$ cat config.mk
export PLATFORM = sky130hd
export DESIGN_NAME = settings_readback_ctrl
export DESIGN_NICKNAME = d
export VERILOG_FILES = /design/src/hdl/ctrl_pkg.sv /design/src/hdl/settings_readback_ctrl.sv /design/src/hdl/result_framer.sv /design/src/hdl/cmd_execute.sv /design/src/hdl/cmd_decode.sv /design/src/hdl/entry_fifo.sv
export VERILOG_INCLUDE_DIRS = /design/src /design/src/hdl
export SDC_FILE = /design/constraint.sdc
export NUM_CORES = 1
export LEC_CHECK = 0
export BUFFER_PORTS_ARGS = -buffer_cell sky130_fd_sc_hd__buf_2
export CORE_MARGIN = 5
export CORE_UTILIZATION = 28
export CTS_BUF_LIST = sky130_fd_sc_hd__clkbuf_16
export DETAILED_ROUTE_END_ITERATION = 10
export MAX_ROUTING_LAYER = met4
export PLACE_DENSITY_LB_ADDON = 0.15
export REMOVE_ABC_BUFFERS = 1
export SYNTH_ARGS = -nofsm -noshare
export SYNTH_HDL_FRONTEND = slang
export SYNTH_SLANG_ARGS = --single-unit
$ cat constraint.sdc
create_clock -name clock -period 8 [get_ports clock]
set_input_delay 2.4 -clock clock [delete_from_list [all_inputs] [get_ports clock]]
set_output_delay 2.4 -clock clock [all_outputs]
set_load 0.02 [all_outputs]
$ cat src/hdl/ctrl_config.svh
// --------------------
// settings readback controller configuration
// sizes and constant fields shared by the FIFOs and the response framer
// --------------------
`ifndef CTRL_CONFIG_SVH
`define CTRL_CONFIG_SVH

// --------------------
// queue sizing
// --------------------

// log2 of the entry count in each FIFO, 2 gives 4 entries
`define CTRL_FIFO_DEPTH_LOG2 2

// --------------------
// response packet fields
// --------------------

// stream id written into every response
`define CTRL_SID 32'h0000_00a5
// destination field of the protocol header
`define CTRL_PROT_DEST 2'd2
// bytes in the stream part of a response, six words
`define CTRL_RESP_BYTES 24

`endif
$ cat src/hdl/ctrl_pkg.sv
// --------------------
// ctrl_pkg
// stream, command and result types plus the state encodings
// of the settings readback controller
// --------------------
package ctrl_pkg;

    // one stream word with its framing flags
    typedef struct packed {
        logic        eof;
        logic        sof;
        logic [31:0] data;
    } stream_word_t;

    // one decoded command, as queued between decode and execute
    // hdr[7:0] settings address
    // hdr[8] poke enable
    // hdr[3:0] readback select
    // hdr[19:16] sequence number echoed in the response
    typedef struct packed {
        logic [63:0] ticks;
        logic [31:0] hdr;
        logic [31:0] data;
        logic        has_time;
    } command_t;

    // outcome of one command, ticks is the execution time
    typedef struct packed {
        logic [63:0] ticks;
        logic [31:0] hdr;
        logic [31:0] data;
    } result_t;

    // sixteen readback words, index 0 in the low bits
    typedef logic [15:0][31:0] readback_t;

    // input packet walk
    typedef enum logic [3:0] {
        line0, vita_hdr, vita_sid, vita_cid0, vita_cid1, vita_tsi,
        vita_tsf0, vita_tsf1, cmd_hdr, cmd_data, wait_eof, store_cmd
    } decode_state_t;

    // execute stage, event is reserved so the names carry a prefix
    typedef enum logic {
        exec_load,
        exec_event
    } exec_state_t;

    // response word index
    typedef enum logic [2:0] {
        prot_hdr, vrt_hdr, vrt_sid, tsf_hi, tsf_lo, rb_hdr, rb_data
    } frame_state_t;

endpackage

$ cat src/hdl/settings_readback_ctrl.sv
// --------------------
// settings_readback_ctrl
// packet driven settings bus and readback controller
// decode, command queue, execute, result queue, response framer
// --------------------
module settings_readback_ctrl (
    input  logic                   clock,
    input  logic                   reset,
    input  logic [63:0]            vita_time,
    input  ctrl_pkg::stream_word_t in_word,
    input  logic                   in_valid,
    output logic                   in_ready,
    output ctrl_pkg::stream_word_t out_word,
    output logic                   out_valid,
    input  logic                   out_ready,
    input  ctrl_pkg::readback_t    readback,
    output logic                   strobe,
    output logic [7:0]             addr,
    output logic [31:0]            data
);
    import ctrl_pkg::*;

    // command queue
    command_t cmd_in;
    command_t cmd_head;
    logic     cmd_write;
    logic     cmd_read;
    logic     cmd_full;
    logic     cmd_empty;

    // result queue
    result_t res_in;
    result_t res_head;
    logic    res_write;
    logic    res_read;
    logic    res_full;
    logic    res_empty;

    cmd_decode decode (
        .clock(clock), .reset(reset), .in_word(in_word), .in_valid(in_valid),
        .cmd_full(cmd_full), .in_ready(in_ready), .cmd_write(cmd_write), .cmd_entry(cmd_in)
    );

    entry_fifo #(.width($bits(command_t))) cmd_fifo (
        .clock(clock), .reset(reset), .write(cmd_write), .write_data(cmd_in),
        .read(cmd_read), .read_data(cmd_head), .full(cmd_full), .empty(cmd_empty)
    );

    cmd_execute execute (
        .clock(clock), .reset(reset), .vita_time(vita_time), .cmd_entry(cmd_head),
        .cmd_empty(cmd_empty), .readback(readback), .res_full(res_full),
        .cmd_read(cmd_read), .res_write(res_write), .res_entry(res_in),
        .strobe(strobe), .addr(addr), .data(data)
    );

    entry_fifo #(.width($bits(result_t))) res_fifo (
        .clock(clock), .reset(reset), .write(res_write), .write_data(res_in),
        .read(res_read), .read_data(res_head), .full(res_full), .empty(res_empty)
    );

    result_framer framer (
        .clock(clock), .reset(reset), .res_entry(res_head), .res_empty(res_empty),
        .out_ready(out_ready), .res_read(res_read), .out_word(out_word), .out_valid(out_valid)
    );

endmodule

$ cat src/hdl/result_framer.sv
// --------------------
// result_framer
// turns each result entry into a seven word response packet
// --------------------
`include "ctrl_config.svh"

module result_framer (
    input  logic                   clock,
    input  logic                   reset,
    input  ctrl_pkg::result_t      res_entry,
    input  logic                   res_empty,
    input  logic                   out_ready,
    output logic                   res_read,
    output ctrl_pkg::stream_word_t out_word,
    output logic                   out_valid
);
    import ctrl_pkg::*;

    frame_state_t state;
    logic         sending;
    logic [31:0]  prot_word;

    // a response is offered whenever a result waits
    assign out_valid = !res_empty;
    assign sending = out_valid && out_ready;
    // pop only once the last word has gone
    assign res_read = sending && (state == rb_data);

    // byte count, frame flag and destination
    assign prot_word = {13'd0, `CTRL_PROT_DEST, 1'b1, 16'(`CTRL_RESP_BYTES)};

    // --------------------
    // word index
    // --------------------
    always_ff @(posedge clock) begin
        if (reset) begin
            state <= prot_hdr;
        end else if (sending) begin
            if (state == rb_data)
                state <= prot_hdr;
            else
                state <= frame_state_t'(state + 3'd1);
        end
    end

    // --------------------
    // word select
    // --------------------
    always_comb begin
        out_word.sof = (state == prot_hdr);
        out_word.eof = (state == rb_data);
        case (state)
            prot_hdr: out_word.data = prot_word;
            // fixed 0x501 pattern, seq and six words of length
            vrt_hdr: out_word.data = {12'h501, res_entry.hdr[19:16], 16'd6};
            vrt_sid: out_word.data = `CTRL_SID;
            tsf_hi: out_word.data = res_entry.ticks[63:32];
            tsf_lo: out_word.data = res_entry.ticks[31:0];
            // header echoed back to the host
            rb_hdr: out_word.data = res_entry.hdr;
            rb_data: out_word.data = res_entry.data;
            default: out_word.data = 32'd0;
        endcase
    end

    // a refused word stays on the bus until it is taken
    word_hold: assert property (@(posedge clock) disable iff (reset)
        out_valid && !out_ready |=> out_valid && $stable(out_word));

endmodule

$ cat src/hdl/cmd_execute.sv
// --------------------
// cmd_execute
// runs queued commands at their trigger time, pokes the settings bus
// and captures the selected readback word into a result
// --------------------
module cmd_execute (
    input  logic                clock,
    input  logic                reset,
    input  logic [63:0]         vita_time,
    input  ctrl_pkg::command_t  cmd_entry,
    input  logic                cmd_empty,
    input  ctrl_pkg::readback_t readback,
    input  logic                res_full,
    output logic                cmd_read,
    output logic                res_write,
    output ctrl_pkg::result_t   res_entry,
    output logic                strobe,
    output logic [7:0]          addr,
    output logic [31:0]         data
);
    import ctrl_pkg::*;

    exec_state_t state;
    // copy of the fifo head taken when the command loads
    command_t    cmd_reg;
    logic [31:0] rb_data;
    logic        time_due;
    logic        action;

    // at or past the trigger time
    assign time_due = (vita_time >= cmd_reg.ticks);

    // untimed commands fire as soon as the result has room
    assign action = (state == exec_event) && !res_full
        && (!cmd_reg.has_time || time_due);

    // head leaves the queue as its result enters the other one
    assign cmd_read = action;
    assign res_write = action;

    always_comb begin
        res_entry.ticks = vita_time;
        res_entry.hdr = cmd_reg.hdr;
        res_entry.data = rb_data;
    end

    // --------------------
    // load and event
    // --------------------
    always_ff @(posedge clock) begin
        if (reset) begin
            state <= exec_load;
        end else begin
            case (state)
                exec_load: if (!cmd_empty) state <= exec_event;
                exec_event: if (action) state <= exec_load;
                default: state <= exec_load;
            endcase
        end
    end

    // command and readback are sampled together on the load edge
    always_ff @(posedge clock) begin
        if (state == exec_load && !cmd_empty) begin
            cmd_reg <= cmd_entry;
            rb_data <= readback[cmd_entry.hdr[3:0]];
        end
    end

    // --------------------
    // settings bus
    // --------------------

    // one cycle pulse after a poke fires
    always_ff @(posedge clock) begin
        if (reset)
            strobe <= 1'b0;
        else
            strobe <= action && cmd_reg.hdr[8];
    end

    // cmd_reg still holds the fired command while strobe is high
    assign addr = cmd_reg.hdr[7:0];
    assign data = cmd_reg.data;

    // the queue head stays the loaded command until the action pops it
    head_held: assert property (@(posedge clock) disable iff (reset)
        (state == exec_event) |-> !cmd_empty && (cmd_entry.hdr == cmd_reg.hdr)
            && (cmd_entry.data == cmd_reg.data));

endmodule

$ cat src/hdl/cmd_decode.sv
// --------------------
// cmd_decode
// parses one command packet per frame into a command entry
// optional stream header fields are skipped, tsf becomes the trigger time
// --------------------
module cmd_decode (
    input  logic                   clock,
    input  logic                   reset,
    input  ctrl_pkg::stream_word_t in_word,
    input  logic                   in_valid,
    input  logic                   cmd_full,
    output logic                   in_ready,
    output logic                   cmd_write,
    output ctrl_pkg::command_t     cmd_entry
);
    import ctrl_pkg::*;

    decode_state_t state;
    logic          taking;

    // presence flags of the current stream header
    logic hdr_sid;
    logic hdr_cid;
    logic hdr_tsi;
    logic hdr_tsf;
    logic has_cid_reg;
    logic has_tsi_reg;

    // entry under construction, has_time doubles as the tsf flag
    command_t entry_reg;

    // first optional field still to come, or the command header
    function automatic decode_state_t next_field(input logic sid, input logic cid,
                                                 input logic tsi, input logic tsf);
        if (sid)
            return vita_sid;
        else if (cid)
            return vita_cid0;
        else if (tsi)
            return vita_tsi;
        else if (tsf)
            return vita_tsf0;
        return cmd_hdr;
    endfunction

    assign taking = in_valid && in_ready;
    assign hdr_sid = in_word.data[28];
    assign hdr_cid = in_word.data[27];
    assign hdr_tsi = (in_word.data[23:22] != 2'b00);
    assign hdr_tsf = (in_word.data[21:20] != 2'b00);

    // input stalls only while the finished entry waits for room
    assign in_ready = (state != store_cmd);
    assign cmd_write = (state == store_cmd) && !cmd_full;
    assign cmd_entry = entry_reg;

    // --------------------
    // packet walk
    // --------------------
    always_ff @(posedge clock) begin
        if (reset) begin
            state <= line0;
        end else begin
            case (state)
                // protocol header, contents unused
                line0: if (taking) state <= vita_hdr;
                vita_hdr: if (taking) state <= next_field(hdr_sid, hdr_cid, hdr_tsi, hdr_tsf);
                vita_sid: if (taking)
                    state <= next_field(1'b0, has_cid_reg, has_tsi_reg, entry_reg.has_time);
                vita_cid0: if (taking) state <= vita_cid1;
                vita_cid1: if (taking)
                    state <= next_field(1'b0, 1'b0, has_tsi_reg, entry_reg.has_time);
                vita_tsi: if (taking)
                    state <= next_field(1'b0, 1'b0, 1'b0, entry_reg.has_time);
                vita_tsf0: if (taking) state <= vita_tsf1;
                vita_tsf1: if (taking) state <= cmd_hdr;
                cmd_hdr: if (taking) state <= cmd_data;
                // a bare packet ends on the data word
                cmd_data: if (taking) state <= in_word.eof ? store_cmd : wait_eof;
                // trailing words are dropped
                wait_eof: if (taking && in_word.eof) state <= store_cmd;
                store_cmd: if (!cmd_full) state <= line0;
                default: state <= line0;
            endcase
        end
    end

    // --------------------
    // field capture
    // --------------------
    always_ff @(posedge clock) begin
        if (taking) begin
            case (state)
                vita_hdr: begin
                    has_cid_reg <= hdr_cid;
                    has_tsi_reg <= hdr_tsi;
                    entry_reg.has_time <= hdr_tsf;
                end
                vita_tsf0: entry_reg.ticks[63:32] <= in_word.data;
                vita_tsf1: entry_reg.ticks[31:0] <= in_word.data;
                cmd_hdr: entry_reg.hdr <= in_word.data;
                cmd_data: entry_reg.data <= in_word.data;
                default: ;
            endcase
        end
    end

    // every packet opens with its sof word
    packet_start: assert property (@(posedge clock) disable iff (reset)
        taking && (state == line0) |-> in_word.sof);

    // eof before the command data word would cut the packet short
    eof_placement: assert property (@(posedge clock) disable iff (reset)
        taking && in_word.eof |-> (state == cmd_data) || (state == wait_eof));

endmodule

$ cat src/hdl/entry_fifo.sv
// --------------------
// entry_fifo
// synchronous circular buffer for packed entries
// the head entry is visible on read_data while not empty
// --------------------
`include "ctrl_config.svh"

module entry_fifo #(
    parameter int width = 32
) (
    input  logic             clock,
    input  logic             reset,
    input  logic             write,
    input  logic [width-1:0] write_data,
    input  logic             read,
    output logic [width-1:0] read_data,
    output logic             full,
    output logic             empty
);
    localparam int depth_log2 = `CTRL_FIFO_DEPTH_LOG2;
    localparam int depth = 1 << depth_log2;

    logic [width-1:0]      mem [depth];
    logic [depth_log2-1:0] write_ptr;
    logic [depth_log2-1:0] read_ptr;
    // one extra bit so a full buffer is distinct from an empty one
    logic [depth_log2:0]   count;

    assign full = (count == (depth_log2 + 1)'(depth));
    assign empty = (count == '0);
    assign read_data = mem[read_ptr];

    // storage, no reset on the payload
    always_ff @(posedge clock) begin
        if (write)
            mem[write_ptr] <= write_data;
    end

    // pointers wrap on their own since depth is a power of two
    always_ff @(posedge clock) begin
        if (reset) begin
            write_ptr <= '0;
            read_ptr <= '0;
            count <= '0;
        end else begin
            if (write)
                write_ptr <= write_ptr + 1'b1;
            if (read)
                read_ptr <= read_ptr + 1'b1;
            case ({write, read})
                2'b10: count <= count + 1'b1;
                2'b01: count <= count - 1'b1;
                default: count <= count;
            endcase
        end
    end

    // producers and consumers must honour the flags
    no_overflow: assert property (@(posedge clock) disable iff (reset) write |-> !full);
    no_underflow: assert property (@(posedge clock) disable iff (reset) read |-> !empty);

endmodule

**Word level (Yosys, flattened, before mapping)**

Memory sizes are Yosys's and may differ from the RTL's. A register that Yosys moved wholly into a read port is not among the register bits.
Cells that the tools add are included.

- Bits in writable memories: 1028
- Flip-flop bits (word level): 315
- Output and inout port bits: 77
- Word-level logic and storage cells: 162
- Memories: 2

Memory list:

| name | depth | width | read ports | clocked after memory_dff | write ports | RTL line | source |
|---|---|---|---|---|---|---|---|
| cmd_fifo.mem | 4 | 129 | 1 | 1 | 1 | entry_fifo.sv:23 | `logic [width-1:0] mem [depth];` |
| res_fifo.mem | 4 | 128 | 1 | 1 | 1 | entry_fifo.sv:23 |  |

- Muxes and demuxes: 61
- Add/sub/neg operators: 9
- Reduce and logical (&&, ||, !) cells: 29
- Bitwise operators: 1
- Equality and inequality tests: 36
- Order comparisons: 2

Operators with widths:

| operator | number |
|---|---|
| $pmux 32 s7 | 1 |
| $bmux 32 s4 | 1 |
| $mux 4 | 23 |
| $ge 64x64->1 | 1 |
| $pmux 4 s12 | 1 |
| $mux 32 | 1 |
| $mux 1 | 26 |
| $ne 2x1->1 const B | 11 |
| $eq 4x3->1 const B | 4 |
| $eq 4x4->1 const B | 4 |
| $eq 3x3->1 const B | 5 |
| $pmux 3 s2 | 2 |
| $reduce_and 12->1 | 1 |
| $reduce_and 2->1 | 5 |
| $add 3x1->3 const B | 3 |
| $logic_and 1x1->1 | 9 |
| $logic_not 3->1 | 3 |
| $add 2x1->2 const B | 4 |
| $eq 4x2->1 const B | 2 |
| $mux 2 | 4 |
| $reduce_bool 2->1 | 4 |
| $eq 3x2->1 const B | 2 |
| $sub 3x1->3 const B | 2 |
| $logic_not 1->1 | 5 |
| 12 further kinds | 14 |

**Longest topological paths before layout**

- Word-level depth: 11
- Depth in mapped cells: 16

**By module**

Synthesis repeated with hierarchy kept, for this count alone.

- Cells, all modules: 2533
- Area total of the unflattened synthesis: 55024.0 sq um

By module, submodules not included:

| module | sequential area each (sq um) | cells each | times used | area an instance (sq um) |
|---|---|---|---|---|
| entry_fifo (cmd_fifo) | 15675.0 | 720 | 1 | 19055.8 |
| entry_fifo (res_fifo) | 15554.9 | 715 | 1 | 19005.7 |
| cmd_execute | 4874.7 | 727 | 1 | 11315.9 |
| cmd_decode | 4013.8 | 219 | 1 | 4506.8 |
| result_framer | 60.1 | 152 | 1 | 1139.8 |

**Worst setup path before layout**

OpenSTA, ideal clock, no wires.

- Path kind: register -> register
- Start point: reg cmd_fifo.count[0]
- End point: reg execute.cmd_reg, in the netlist execute.addr[0] (enable)
- Path buffers: 0
- Arrival time: 7.147 ns
- Clock period less this slack: 7.832 ns
- Stages on the path, launching flop included: 3
- Setup time: 0.684 ns
- Path slack: 0.168 ns
- Required time: 7.316 ns
- Cell sequence: dfxtp_1 -> nor3_1 -> nor2_1

- Word-level cells in the longest chain between the ends: 3

Ends and longest elaborated chain:

| what | RTL line | source |
|---|---|---|
| start, declared | entry_fifo.sv:27 | `logic [depth_log2:0] count;` |
| start signal, assigned | entry_fifo.sv:51 | `2'b10: count <= count + 1'b1;` |
| start signal, assigned | entry_fifo.sv:52 | `2'b01: count <= count - 1'b1;` |
| start signal, assigned | entry_fifo.sv:53 | `default: count <= count;` |
| $logic_not 3->1 | entry_fifo.sv:30 | `assign empty = (count == '0);` |
| $logic_not 1->1 | -- |  |
| $logic_and 1x1->1 | cmd_execute.sv:64 | `if (state == exec_load && !cmd_empty) begin` |
| end signal, assigned | cmd_execute.sv:65 | `cmd_reg <= cmd_entry;` |
| end, declared | cmd_execute.sv:25 | `command_t cmd_reg;` |

No other way between the ends.
A chain may end at the register's enable or synchronous reset.

==> run metrics <==
Yosys Warn Count 0; Crit Path Class reg -> out; Pwr Density 221 mW/mm²; pre-CTS setup slack 1.02 ns; CP most frequent cell buf_4; vias in the first global route 28300; P&R area growth vs syn 20.1%; routed wire length 150000 µm; delay-heaviest family, CP simple AND/OR/NAND/NOR gates; setup TNS 0 ns; worst hold margin 0.481 ns; TritonCTS clock tree built; antenna violations before repair 54; Seq/Total Area, Yosys 0.748; nature of the critical path endpoint primary output; Post-synth EDFFs 1320; fin worst setup slack 1.64 ns; Global Route Usage Sum 0.150; clock skew 0.0296 ns; asr flop ratio synth 0; Most flops, register cmd_fifo.mem; Tightest Pin Transition 1.08 ns; Pins Over Slew Limit 0; WL met1 61400 µm; clock sink count 1347; total core area 0.190 mm²; Final Cell Area 0.0645 mm²; DR pass1 iterations 5; Final min period 6.36 ns; clk buf depth 3; Synth Register Bits 1347; htree depth 4; 1st-iter DRT viols 1705; CTS hold repair buffers 0; Via density 4.62; Top Layer Used met4; largest net degree at the start of global routing 129; max reg flops 516; Worst-Skew Late Latency 0.77 ns; final setup violation count 0; total number of vias 26800; startpoint types register; Clock Pin Slew Worst Setup and Hold Paths 0.06 ns; Gate Count Post-Synth 2433; syn_area_per_cell 22.1 µm²; # IOs 691; Clock Root Buffer clkbuf_16; top cells by area, synth edfxtp_1, mux4_2, ha_1; dpl cell area 0.0601 mm²; mean routed wirelength per cell 25.8 µm; Min-Delay Path Class reg -> reg; Tcrit/Tclk final 0.795; crit-path cells buf_4, nor2b_2, and2_2, buf_4, a22oi_1, nand2_1, buf_2; CP Max Fanout 23; GRT overflow 0; DRC 0; CP max-delay cell nor2b_2; worst endpoint data arrival time 3.96 ns; Post-Synthesis Cell Area 0.0537 mm²; relative slew slack 0.261; Routed Antenna Nets 0; CP max stage delay 0.75 ns; Final Util 0.339; Port Buffer Count 689; WP buf/inv 3; die width 448 µm; CP required 5.60 ns; status finished, final reports clean; Num CTS Buffers 143; Cell variety after synth 51; die area 0.201 mm²; post-DP HPWL 97800 µm; Nets 3850; max-cap violations 0; RSZ-0062 raised after global routing false; Synth top area share 0.738; Die Y 448 µm; Initial Util 0.282; routed wl met2 77600 µm; Hold Fails Final Rpt 0; Routed met3 length 7240 µm; Max Fclk 157 MHz; FP Rows 160; Primary FF master, synth edfxtp_1; Yosys top cell by area edfxtp_1; ratio of cells with drive above 1 in the final layout 0.417; Post-CTS Resized 0; Peak VDD IR 151 µV; first-pass GRT wire length 209000 µm; GP Congestion 0.737; Post-CTS Setup Bufs 0; Leak 21.3 nW
metal layers:
metal	GRT usage	vias to the layer above
met1	0.183	14100
met2	0.259	750
met5	-	-
li1	-	11700
met3	0.0257	233
met4	0.0380	0
cell usage in the layout, fill, tap and decap left out, drive strengths merged, types with 2 or more instances in the layout:
cell    instances
and2           12
xnor2           2
o21ai          23
clkbuf        146
fa              2
and3b           2
a21o            5
nor3           16
edfxtp       1320
nor4            4
o21a            3
nor2b           4
a221oi          3
a221o           9
mux2            4
inv           118
mux2i           5
and4            2
xor2            5
bufinv          5
o41ai           3
nor2           53
ha             75
a22oi          46
mux4          417
a21oi          48
nand4           8
clkinv         64
nand2          55
buf           738
nand3          14
nand2b          9
diode          14
a211oi          3
or2             2
or3             3
dfxtp          27
logic make-up after synthesis:
kind of cell / share of synthesized area
adders and majority gates: 0.0182
buffers and inverters: 0.0208
AOI/OAI and AO/OA: 0.0186
and+or+nand+nor: 0.0163
DFF: 0.748
xor gates and xnor gates: 0.00114
muxes: 0.177
cell type report:
type | count | area (µm²)
antenna | 14 | 35.0
clock buffer | 146 | 3650
clock inverter | 108 | 687
fill | 18000 | 126000
inverter | 80 | 300
multi-input combinational | 849 | 12500
sequential | 1347 | 40200
tap | 2511 | 3140
timing repair buffer | 738 | 4020
per-stage QoR:
step                std cells  total power (W)
finish                   5793           0.0142
detailed placement       5525          0.00822
CTS                      5779           0.0145
global route             5791           0.0148
global placement         5525          0.00822
floorplan                2276          0.00797
cells in the mapped netlist, drive strengths merged, types with 2 or more instances:
library cell     n
ha              75
inv             80
o21a             3
nor4             4
nand3           14
o41ai            3
a21oi           48
nand4            8
o21ai           23
a221o            9
and3b            2
a22oi           46
buf            100
mux4           417
or3              3
mux2i            5
xor2             5
clkbuf          57
or2              2
a21o             5
edfxtp        1320
nor2            53
mux2             4
nand2           55
nor2b            4
dfxtp           27
and4             2
fa               2
xnor2            2
a211oi           3
and2            12
a221oi           3
nor3            16
nand2b           9
power breakdown:
part | internal, W | leakage (nW) | switching (W)
Sequential | 0.00768 | 12.1 | 0.0000122
Combinational | 0.000200 | 7.02 | 0.000168
Clock | 0.00347 | 2.24 | 0.00270
final timing paths:
| check | from | endpoint | slack, ns | cells after the start |
|---|---|---|---|---|
| worst max-delay path | framer.state[0] | out_word[22] | 1.64 | 7 |
| worst min-delay path | decode.cmd_entry[79] | cmd_fifo.mem[2][79] | 0.48 | 0 |
| worst max register to register | execute.cmd_reg[65] | res_fifo.count[2] | 3.40 | 15 |
| worst min register to register | decode.cmd_entry[79] | cmd_fifo.mem[2][79] | 0.48 | 0 |
Note: power is estimated with default switching activity, not from simulation.
